--- src/rob_pkg.sv ---
package rob_pkg;

    localparam int rob_id_w   = 3;  // Covers the default depth of 8
    localparam int arf_id_w   = 5;
    localparam int reg_data_w = 32;
    localparam int addr_w     = 32;

    typedef logic [rob_id_w-1:0]   rob_id_t;
    typedef logic [arf_id_w-1:0]   arf_id_t;
    typedef logic [reg_data_w-1:0] reg_data_t;
    typedef logic [addr_w-1:0]     addr_t;

    // What dispatch hands over for each new instruction
    typedef struct packed {
        logic    dst_valid;
        arf_id_t dst_arf_id;
        addr_t   pc;
    } rob_dispatch_data_t;

    // One ROB slot
    typedef struct packed {
        logic      dst_valid;   // Instruction writes an architectural register
        arf_id_t   dst_arf_id;
        addr_t     pc_npc;      // Dispatch pc, replaced by the ALU next pc on branches
        logic      ld_mispred;
        logic      br_mispred;
        logic      reg_ready;   // Result may be forwarded and retired
        reg_data_t reg_data;
    } rob_entry_t;

    // Full-entry write request for one update port
    typedef struct packed {
        logic       valid;
        rob_id_t    rob_id;
        rob_entry_t entry;
    } rob_wr_t;

endpackage

--- src/rob_entry_ram.sv ---
`timescale 1ns/1ps

module rob_entry_ram #(
    parameter int n_entries = 8
) (
    input  logic                                  clk,
    input  logic                                  rst_n,
    // Tail side
    input  logic                                  enq_valid,
    output logic                                  enq_ready,
    input  rob_pkg::rob_entry_t                   enq_entry,
    output rob_pkg::rob_id_t                      enq_id,
    // Head side
    input  logic                                  deq_en,
    output logic                                  deq_valid,
    output rob_pkg::rob_entry_t                   deq_entry,
    output rob_pkg::rob_id_t                      deq_id,
    // Update and read ports
    input  rob_pkg::rob_wr_t    [2:0]             wr,
    input  rob_pkg::rob_id_t    [1:0]             rd_id,
    output rob_pkg::rob_entry_t [1:0]             rd_entry,
    output rob_pkg::rob_entry_t [n_entries-1:0]   state,
    input  logic                                  flush
);
    import rob_pkg::*;

    localparam int idx_w = $clog2(n_entries);
    localparam int cnt_w = idx_w + 1;

    if (n_entries < 2 || n_entries > (1 << rob_id_w) ||
        (n_entries & (n_entries - 1)) != 0) begin : g_bad_depth
        $error("rob_entry_ram: n_entries must be a power of two from 2 to %0d",
               1 << rob_id_w);
    end

    rob_entry_t [n_entries-1:0] entries;
    rob_id_t                    head;
    rob_id_t                    tail;
    logic [cnt_w-1:0]           count;
    logic                       enq_fire;

    function automatic rob_id_t next_ptr(rob_id_t ptr);
        return (ptr == rob_id_t'(n_entries - 1)) ? '0 : ptr + 1'b1;
    endfunction

    // Slot lies between head and tail
    function automatic logic is_alloc(rob_id_t id);
        logic [idx_w-1:0] off;
        off = idx_w'(id - head);
        return (int'(id) < n_entries) && (cnt_w'(off) < count);
    endfunction

    function automatic logic wr_hit(int a, int b);
        return wr[a].valid && wr[b].valid && (wr[a].rob_id == wr[b].rob_id);
    endfunction

    assign enq_ready = (count != cnt_w'(n_entries));
    assign enq_fire  = enq_valid & enq_ready;
    assign enq_id    = tail;

    assign deq_valid = (count != '0);
    assign deq_entry = entries[head];
    assign deq_id    = head;

    assign rd_entry[0] = entries[rd_id[0]];
    assign rd_entry[1] = entries[rd_id[1]];
    assign state       = entries;

    always_ff @(posedge clk or negedge rst_n) begin
        if (!rst_n) begin
            entries <= '0;
            head    <= '0;
            tail    <= '0;
            count   <= '0;
        end else if (flush) begin
            // Redirect drops everything in flight, including a same-cycle enqueue
            entries <= '0;
            head    <= '0;
            tail    <= '0;
            count   <= '0;
        end else begin
            if (enq_fire) begin
                entries[tail] <= enq_entry;
                tail          <= next_ptr(tail);
            end
            // Later ports override earlier ones on the same slot
            for (int p = 0; p < 3; p++) begin
                if (wr[p].valid) begin
                    entries[wr[p].rob_id] <= wr[p].entry;
                end
            end
            if (deq_en) begin
                head <= next_ptr(head);
            end
            count <= count + cnt_w'(enq_fire) - cnt_w'(deq_en);
        end
    end

    for (genvar p = 0; p < 3; p++) begin : g_wr_chk
        a_wr_allocated: assert property (@(posedge clk) disable iff (!rst_n)
            wr[p].valid && !flush |-> is_alloc(wr[p].rob_id))
            else $error("rob_entry_ram: write port %0d hits free slot %0d", p, wr[p].rob_id);
    end

    a_wr_collision: assert property (@(posedge clk) disable iff (!rst_n)
        !(wr_hit(0, 1) || wr_hit(0, 2) || wr_hit(1, 2)))
        else $error("rob_entry_ram: two write ports target one slot");

    a_deq_empty: assert property (@(posedge clk) disable iff (!rst_n)
        deq_en |-> deq_valid)
        else $error("rob_entry_ram: dequeue while empty");

endmodule

--- src/rob.sv ---
`timescale 1ns/1ps

module rob #(
    parameter int n_entries = 8
) (
    input  logic                        clk,
    input  logic                        rst_n,
    // Dispatch with a ready-then-valid handshake
    input  logic                        dispatch_valid,
    output logic                        dispatch_ready,
    output rob_pkg::rob_id_t            dispatch_rob_id,
    input  rob_pkg::rob_dispatch_data_t dispatch_data,
    // Retire into the ARF
    output logic                        retire,
    output rob_pkg::rob_id_t            retire_rob_id,
    output logic                        retire_dst_valid,
    output rob_pkg::arf_id_t            retire_arf_id,
    output rob_pkg::reg_data_t          retire_reg_data,
    output logic                        retire_redirect_pc_valid,
    output rob_pkg::addr_t              retire_redirect_pc,
    // Operand reads
    input  rob_pkg::rob_id_t            rob_id_src1,
    output logic                        rob_reg_ready_src1,
    output rob_pkg::reg_data_t          rob_reg_data_src1,
    input  rob_pkg::rob_id_t            rob_id_src2,
    output logic                        rob_reg_ready_src2,
    output rob_pkg::reg_data_t          rob_reg_data_src2,
    // Integer wakeup
    input  logic                        iiq_wakeup_valid,
    input  rob_pkg::rob_id_t            iiq_wakeup_rob_id,
    // ALU writeback
    input  logic                        alu_wb_valid,
    input  rob_pkg::rob_id_t            alu_wb_rob_id,
    input  rob_pkg::reg_data_t          alu_wb_reg_data,
    input  logic                        alu_npc_wb_valid,
    input  logic                        alu_npc_mispred,
    input  rob_pkg::addr_t              alu_npc,
    // Load writeback
    input  logic                        ld_wb_valid,
    input  rob_pkg::rob_id_t            ld_wb_rob_id,
    input  rob_pkg::reg_data_t          ld_wb_reg_data,
    input  logic                        ld_wb_ld_mispred,
    // Flush
    input  logic                        fetch_redirect_valid
);
    import rob_pkg::*;

    rob_entry_t                 dispatch_entry;
    rob_entry_t                 head_entry;
    rob_entry_t [1:0]           rd_entry;
    rob_entry_t [n_entries-1:0] state;
    rob_wr_t    [2:0]           wr;
    logic                       head_valid;
    logic                       head_done;
    logic                       head_mispred;

    // New slot starts not ready with no mispredict
    always_comb begin
        dispatch_entry            = '0;
        dispatch_entry.dst_valid  = dispatch_data.dst_valid;
        dispatch_entry.dst_arf_id = dispatch_data.dst_arf_id;
        dispatch_entry.pc_npc     = dispatch_data.pc;
    end

    // Each update rewrites the whole slot merged over what is stored
    always_comb begin
        wr[0].valid           = iiq_wakeup_valid;
        wr[0].rob_id          = iiq_wakeup_rob_id;
        wr[0].entry           = state[iiq_wakeup_rob_id];
        wr[0].entry.reg_ready = 1'b1;

        wr[1].valid           = alu_wb_valid;
        wr[1].rob_id          = alu_wb_rob_id;
        wr[1].entry           = state[alu_wb_rob_id];
        wr[1].entry.reg_data  = alu_wb_reg_data;
        wr[1].entry.reg_ready = 1'b1;
        if (alu_npc_wb_valid) begin  // Branch resolved
            wr[1].entry.pc_npc     = alu_npc;
            wr[1].entry.br_mispred = alu_npc_mispred;
        end

        wr[2].valid            = ld_wb_valid;
        wr[2].rob_id           = ld_wb_rob_id;
        wr[2].entry            = state[ld_wb_rob_id];
        wr[2].entry.reg_data   = ld_wb_reg_data;
        wr[2].entry.ld_mispred = ld_wb_ld_mispred;
        wr[2].entry.reg_ready  = 1'b1;
    end

    rob_entry_ram #(
        .n_entries (n_entries)
    ) u_ram (
        .clk       (clk),
        .rst_n     (rst_n),
        .enq_valid (dispatch_valid),
        .enq_ready (dispatch_ready),
        .enq_entry (dispatch_entry),
        .enq_id    (dispatch_rob_id),
        .deq_en    (retire),
        .deq_valid (head_valid),
        .deq_entry (head_entry),
        .deq_id    (retire_rob_id),
        .wr        (wr),
        .rd_id     ({rob_id_src2, rob_id_src1}),
        .rd_entry  (rd_entry),
        .state     (state),
        .flush     (fetch_redirect_valid)
    );

    assign rob_reg_ready_src1 = rd_entry[0].reg_ready;
    assign rob_reg_data_src1  = rd_entry[0].reg_data;
    assign rob_reg_ready_src2 = rd_entry[1].reg_ready;
    assign rob_reg_data_src2  = rd_entry[1].reg_data;

    assign head_done    = head_valid & head_entry.reg_ready;
    assign head_mispred = head_entry.br_mispred | head_entry.ld_mispred;

    // A mispredicted head blocks here until fetch flushes us
    assign retire                   = head_done & ~head_mispred;
    assign retire_redirect_pc_valid = head_done & head_mispred;
    assign retire_redirect_pc       = head_entry.pc_npc;
    assign retire_dst_valid         = head_entry.dst_valid;
    assign retire_arf_id            = head_entry.dst_arf_id;
    assign retire_reg_data          = head_entry.reg_data;

    // Redirect holds until fetch answers it with a flush
    a_redirect_held: assert property (@(posedge clk) disable iff (!rst_n)
        retire_redirect_pc_valid && !fetch_redirect_valid |=> retire_redirect_pc_valid)
        else $error("rob: redirect dropped before the fetch flush");

endmodule

--- src/arf.sv ---
`timescale 1ns/1ps

module arf #(
    parameter int n_arf_regs = 32
) (
    input  logic               clk,
    input  logic               rst_n,
    input  logic               wr_en,
    input  rob_pkg::arf_id_t   wr_id,
    input  rob_pkg::reg_data_t wr_data,
    input  rob_pkg::arf_id_t   rd_id,
    output rob_pkg::reg_data_t rd_data
);
    import rob_pkg::*;

    if (n_arf_regs < 2 || n_arf_regs > (1 << arf_id_w)) begin : g_bad_size
        $error("arf: n_arf_regs must be from 2 to %0d", 1 << arf_id_w);
    end

    reg_data_t [n_arf_regs-1:0] regs;
    logic                       wr_ok;

    // x0 is hardwired, ids past the end are ignored
    assign wr_ok = wr_en && (wr_id != '0) && (int'(wr_id) < n_arf_regs);

    always_ff @(posedge clk or negedge rst_n) begin
        if (!rst_n) begin
            regs <= '0;
        end else if (wr_ok) begin
            regs[wr_id] <= wr_data;
        end
    end

    always_comb begin
        if (rd_id == '0 || int'(rd_id) >= n_arf_regs) begin
            rd_data = '0;
        end else begin
            rd_data = regs[rd_id];
        end
    end

endmodule

--- src/rob_top.sv ---
`timescale 1ns/1ps

module rob_top #(
    parameter int n_entries  = 8,
    parameter int n_arf_regs = 32
) (
    input  logic                        clk,
    input  logic                        rst_n,
    input  logic                        dispatch_valid,
    output logic                        dispatch_ready,
    output rob_pkg::rob_id_t            dispatch_rob_id,
    input  rob_pkg::rob_dispatch_data_t dispatch_data,
    output logic                        retire,
    output rob_pkg::rob_id_t            retire_rob_id,
    output logic                        retire_dst_valid,
    output rob_pkg::arf_id_t            retire_arf_id,
    output rob_pkg::reg_data_t          retire_reg_data,
    output logic                        retire_redirect_pc_valid,
    output rob_pkg::addr_t              retire_redirect_pc,
    input  rob_pkg::rob_id_t            rob_id_src1,
    output logic                        rob_reg_ready_src1,
    output rob_pkg::reg_data_t          rob_reg_data_src1,
    input  rob_pkg::rob_id_t            rob_id_src2,
    output logic                        rob_reg_ready_src2,
    output rob_pkg::reg_data_t          rob_reg_data_src2,
    input  logic                        iiq_wakeup_valid,
    input  rob_pkg::rob_id_t            iiq_wakeup_rob_id,
    input  logic                        alu_wb_valid,
    input  rob_pkg::rob_id_t            alu_wb_rob_id,
    input  rob_pkg::reg_data_t          alu_wb_reg_data,
    input  logic                        alu_npc_wb_valid,
    input  logic                        alu_npc_mispred,
    input  rob_pkg::addr_t              alu_npc,
    input  logic                        ld_wb_valid,
    input  rob_pkg::rob_id_t            ld_wb_rob_id,
    input  rob_pkg::reg_data_t          ld_wb_reg_data,
    input  logic                        ld_wb_ld_mispred,
    input  logic                        fetch_redirect_valid,
    // Debug read of architectural state
    input  rob_pkg::arf_id_t            arf_rd_id,
    output rob_pkg::reg_data_t          arf_rd_data
);

    rob #(
        .n_entries (n_entries)
    ) u_rob (
        .clk                      (clk),
        .rst_n                    (rst_n),
        .dispatch_valid           (dispatch_valid),
        .dispatch_ready           (dispatch_ready),
        .dispatch_rob_id          (dispatch_rob_id),
        .dispatch_data            (dispatch_data),
        .retire                   (retire),
        .retire_rob_id            (retire_rob_id),
        .retire_dst_valid         (retire_dst_valid),
        .retire_arf_id            (retire_arf_id),
        .retire_reg_data          (retire_reg_data),
        .retire_redirect_pc_valid (retire_redirect_pc_valid),
        .retire_redirect_pc       (retire_redirect_pc),
        .rob_id_src1              (rob_id_src1),
        .rob_reg_ready_src1       (rob_reg_ready_src1),
        .rob_reg_data_src1        (rob_reg_data_src1),
        .rob_id_src2              (rob_id_src2),
        .rob_reg_ready_src2       (rob_reg_ready_src2),
        .rob_reg_data_src2        (rob_reg_data_src2),
        .iiq_wakeup_valid         (iiq_wakeup_valid),
        .iiq_wakeup_rob_id        (iiq_wakeup_rob_id),
        .alu_wb_valid             (alu_wb_valid),
        .alu_wb_rob_id            (alu_wb_rob_id),
        .alu_wb_reg_data          (alu_wb_reg_data),
        .alu_npc_wb_valid         (alu_npc_wb_valid),
        .alu_npc_mispred          (alu_npc_mispred),
        .alu_npc                  (alu_npc),
        .ld_wb_valid              (ld_wb_valid),
        .ld_wb_rob_id             (ld_wb_rob_id),
        .ld_wb_reg_data           (ld_wb_reg_data),
        .ld_wb_ld_mispred         (ld_wb_ld_mispred),
        .fetch_redirect_valid     (fetch_redirect_valid)
    );

    // ARF never stalls retirement
    arf #(
        .n_arf_regs (n_arf_regs)
    ) u_arf (
        .clk     (clk),
        .rst_n   (rst_n),
        .wr_en   (retire & retire_dst_valid),
        .wr_id   (retire_arf_id),
        .wr_data (retire_reg_data),
        .rd_id   (arf_rd_id),
        .rd_data (arf_rd_data)
    );

endmodule

--- config.mk ---
export PLATFORM = sky130hd
export DESIGN_NAME = rob_top
export DESIGN_NICKNAME = d
export VERILOG_FILES = /design/src/rob_pkg.sv /design/src/rob_entry_ram.sv /design/src/rob.sv /design/src/arf.sv /design/src/rob_top.sv
export SDC_FILE = /design/constraint.sdc
export NUM_CORES = 2
export LEC_CHECK = 0
export BUFFER_PORTS_ARGS = -buffer_cell sky130_fd_sc_hd__buf_2
export CAP_MARGIN = 20
export CORE_ASPECT_RATIO = 1.25
export CORE_MARGIN = 4
export CORE_UTILIZATION = 37
export CTS_BUF_LIST = sky130_fd_sc_hd__clkbuf_4
export DETAILED_ROUTE_END_ITERATION = 8
export SYNTH_ARGS = -nofsm -noshare
export SYNTH_HDL_FRONTEND = slang
export SYNTH_SLANG_ARGS = --single-unit
--- constraint.sdc ---
create_clock -name clk -period 2.9 [get_ports clk]
set_input_delay 0.145 -clock clk [delete_from_list [all_inputs] [get_ports clk]]
set_output_delay 0.145 -clock clk [all_outputs]
set_load 0.05 [all_outputs]
==> impl_summary.log <==
INFO  metric run_status = finished with violations
INFO  metric violated_checks = negative setup slack
INFO  metric avgViaCountPerCell = slightly below 7
INFO  metric hp-class = input pin to register
INFO  metric post_drt_wl_per_cell = between 30 and 40 µm
INFO  metric height_of_the_die = between 500 and 600 µm
INFO  metric finalNetCount = 9,442
INFO  metric static-leakage-power = roughly 54 nW
INFO  metric cts-root-buf = sky130_fd_sc_hd__clkbuf_4
INFO  metric finalClockSkew = 0.117 ns
INFO  metric place.gp.congestion = around 0.98
INFO  metric detail_route.wirelength = 473,000 µm
INFO  metric ir_drop = approximately 0.43 mV
INFO  metric worst_ep_required_time = roughly 2.8 ns
INFO  metric drtPass1Iterations = 9
INFO  metric synth_top_flop_cell = sky130_fd_sc_hd__dfrtp_1
INFO  metric floorplan.core_area = 265,000 µm²
INFO  metric slowest_stage = sky130_fd_sc_hd__dfrtp_4
INFO  metric detailroute.via_count = roughly 90,000
INFO  metric timing.critical_path.slowest_cell_delay = around 0.51 ns
INFO  metric timing.setup.critical_path_class = register to primary output
INFO  metric synth-warning-count = 0
INFO  metric share_of_layout_cells_above_drive_strength_1 = between 40% and 50%
INFO  metric crit_path_cell_trace = buf_12, clkbuf_16, mux4_2, mux2_4, buf_12, buf_12
INFO  metric cellPowerDensity = around 470 nW/µm²
INFO  metric worstSetupEndpointType = primary output
INFO  metric synth_async_sr_flop_share = 100%
INFO  metric worst_path_most_repeated_cell = sky130_fd_sc_hd__buf_12
INFO  metric most_common_library_cell_in_the_layout_ignoring_fill_and_taps = sky130_fd_sc_hd__dfrtp_1
INFO  metric portBuffers = 340
INFO  metric crit_path_start_kind = register
INFO  metric finalCriticalPeriod = 3.68 ns
INFO  metric commonest_cells_after_routing_fill_and_taps_aside = sky130_fd_sc_hd__dfrtp_1 (1,588), sky130_fd_sc_hd__mux2_2 (933), sky130_fd_sc_hd__mux4_2 (790)
INFO  metric flow.area_growth_from_synthesis = 25.6%
INFO  metric startpoint = u_rob.u_ram.deq_id[0]
INFO  metric max-slew-margin-rel = 23.4%
INFO  metric postSynthAreaPerCell = approximately 12 µm²
INFO  metric setup_slack = -0.779 ns
INFO  metric largest_net_degree_at_the_start_of_global_routing = ~120
INFO  metric synth.ff_latch_count = between 1,500 and 2,000
INFO  metric clock_insertion_delay_worst_skew = about 1.5 ns
INFO  metric cts.reportedPaths.clkPinSlew = approximately 0.06 ns
INFO  metric drt_drc_violations_left = 0
INFO  metric placement_rows = about 210
INFO  metric total_die_area = around 270,000 µm²
INFO  metric synth-edff-count = 0
INFO  metric drv.max_cap_violation_count = 0
INFO  metric synth.distinct_cells = 77
INFO  metric fmax = 272 MHz
INFO  metric place_inst = around 12,000
INFO  metric register_area = around 41,000 µm²
INFO  metric cts_tree = yes
INFO  metric clk_path_buf_depth = 4
INFO  metric cell_count_after_synthesis = 8,141
INFO  metric crit_path_max_fanout = 32
INFO  metric ctsHtreeMaxLevel = 5
INFO  metric finalMaxSlewViolations = 0
INFO  metric grt_pass1_vias = 89,300
INFO  metric overflow = 0
INFO  metric layout.filler_cells = roughly 24,000
INFO  metric clkSinkCount = roughly 1,600
INFO  metric grt_util_all_layers = roughly a third
INFO  metric drt-initial-drc-count = ~14,000
INFO  metric mappedNetlistArea = between 90,000 and 100,000 µm²
INFO  metric rr_startpoint = u_rob.u_ram.deq_id[1]
INFO  metric timing_worst_slew_pin_value = 1.15 ns
INFO  metric global_route_wire_length_before_repair = approximately 650,000 µm
INFO  metric horizontal_extent_of_the_die = 469 µm
INFO  metric synth_sequential_area_ratio = between 40% and 50%
INFO  metric num_io_pins = 341
INFO  metric total_clock_buffers_created_by_cts = 449
INFO  metric worstHoldStart = dispatch_valid
INFO  metric detailed_place_hpwl = around 290,000 µm
INFO  metric antenna_found_initial = 78
INFO  metric finish.utilization = a little under half
INFO  metric ant_nets = 0
INFO  metric net_count_of_the_mapped_netlist = just over 8,000
INFO  metric report.final.setup_viol = between 1,000 and 1,500
INFO  metric cp_top_family = multiplexers
INFO  metric hold_viol_final = 0
INFO  metric fin_crit_sh = 127%
INFO  metric fin_cells = 13,100
INFO  metric cp_data_arrival_time = 3.53 ns
INFO  metric grt_setup_unrepaired = yes
INFO  metric worstPathBufferInverterCount = 4
INFO  metric start_util = ~37%
INFO  metric area_taken_by_multi_input_logic_gates = about 55,000 µm²
## per-stage QoR
stage               TNS (ns)  power [mW]  setup slack [ns]  hold slack, ns  cell area, µm²
floorplan             -32.73        30.9            -0.482          -0.151           98600
global placement      -39.32        35.5            -0.190           0.172          109000
detailed placement    -58.14        35.7            -0.183           0.156          109000
CTS                  -132.96        57.2            -0.855         0.00706          120000
global route         -326.40        60.2            -0.852           0.110          124000
finish               -278.34        58.4            -0.779          0.0921          124000
## cell families after synthesis
group,synth area share (%)
mux,35.2
compound gates,13.4
buf+inv,4.71
flops,41.1
xor+xnor,0.0178
simple gates,5.40
fa+ha+maj,0.147
## path summary, 6_finish.rpt
path / to / slack, ns / depth (start not counted)
max in group asynchronous: u_arf.regs[388] / 1.20 / 7
worst min-delay path: u_rob.u_ram.state[218] / 0.09 / 8
worst max-delay path: retire_reg_data[6] / -0.78 / 6
worst min register to register: u_arf.regs[9] / 0.37 / 0
min in group asynchronous: u_arf.regs[41] / 0.31 / 5
worst max register to register: u_arf.regs[329] / -0.33 / 15
## area by class of cell
| type | count | area share [%] |
|---|---|---|
| Clock inverter | 113 | 0.452 |
| Tap cell | 3514 | 3.55 |
| Sequential cell | 1618 | 32.8 |
| Antenna cell | 53 | 0.107 |
| Timing Repair Buffer | 1669 | 14.9 |
| Clock buffer | 625 | 3.79 |
| Inverter | 15 | 0.0576 |
| Multi-Input combinational cell | 5514 | 44.4 |
## flip-flops by register name (all words and copies together), names as in the netlist
register and count:
u_arf.regs 1024, u_rob.u_ram.count 4, u_rob.u_ram.deq_id 3, u_rob.u_ram.enq_id 3, u_rob.u_ram.state 584
## cell usage after synthesis (63+ instances only)
cell type                     n  share of area (%)
sky130_fd_sc_hd__a21oi_1    330                1.7
sky130_fd_sc_hd__a31oi_1    195                1.2
sky130_fd_sc_hd__o221ai_1    63               0.56
sky130_fd_sc_hd__nand3_1     83               0.42
sky130_fd_sc_hd__mux2i_1    349                3.5
sky130_fd_sc_hd__o22ai_1    258                1.6
sky130_fd_sc_hd__o21ai_0    256                1.3
sky130_fd_sc_hd__nor2_1     368                1.4
sky130_fd_sc_hd__mux2_1      99                1.1
sky130_fd_sc_hd__nor3_1     119               0.60
sky130_fd_sc_hd__a211oi_1   373                2.8
sky130_fd_sc_hd__a221oi_1   136                1.2
sky130_fd_sc_hd__dfrtp_1   1618                 41
sky130_fd_sc_hd__mux4_2     790                 18
sky130_fd_sc_hd__buf_6       72               0.82
sky130_fd_sc_hd__o211ai_1    84               0.64
sky130_fd_sc_hd__mux2_2    1087                 12
sky130_fd_sc_hd__clkbuf_1   700                2.7
sky130_fd_sc_hd__buf_1      122               0.47
sky130_fd_sc_hd__nand2_1    496                1.9
## power breakdown
part / leakage (nW) / total [mW] / switching [mW] / internal [mW]
clock network: 3.15 / 20.5 / 10.4 / 10.2
logic: 28.8 / 13.8 / 8.17 / 5.64
registers: 22.3 / 24.1 / 0.902 / 23.2
total: 54.3 / 58.4 / 19.4 / 39.0
## tightest hold or removal path: cells and delay by family
kind | cells | cell delay [ns]
buffers and inverters | 2 | 0.73
AOI/OAI and AO/OA | 3 | 0.27
and+or+nand+nor | 3 | 0.34
## timing repair
action                                   CTS  global route
hold buffers                             365             0
resized for setup                        298           537
endpoints found under the setup margin   533          1199
cloned                                    26            32
pin swaps                                  1            22
buffers inserted                          65           182
endpoints found under the hold margin   2212             0
## layer usage
metal | part of all wire [%] | wire length [µm] | global-route usage, % | vias up
li1 | - | - | - | 34300
met1 | 34 | 161000 | 38.6 | 45300
met2 | 44 | 207000 | 49.1 | 7899
met3 | 13 | 62100 | 11.7 | 2480
met4 | 9.0 | 42500 | 23.7 | 44
met5 | 0.12 | 585 | 0.0521 | -
(Power assumes the default switching activity.)
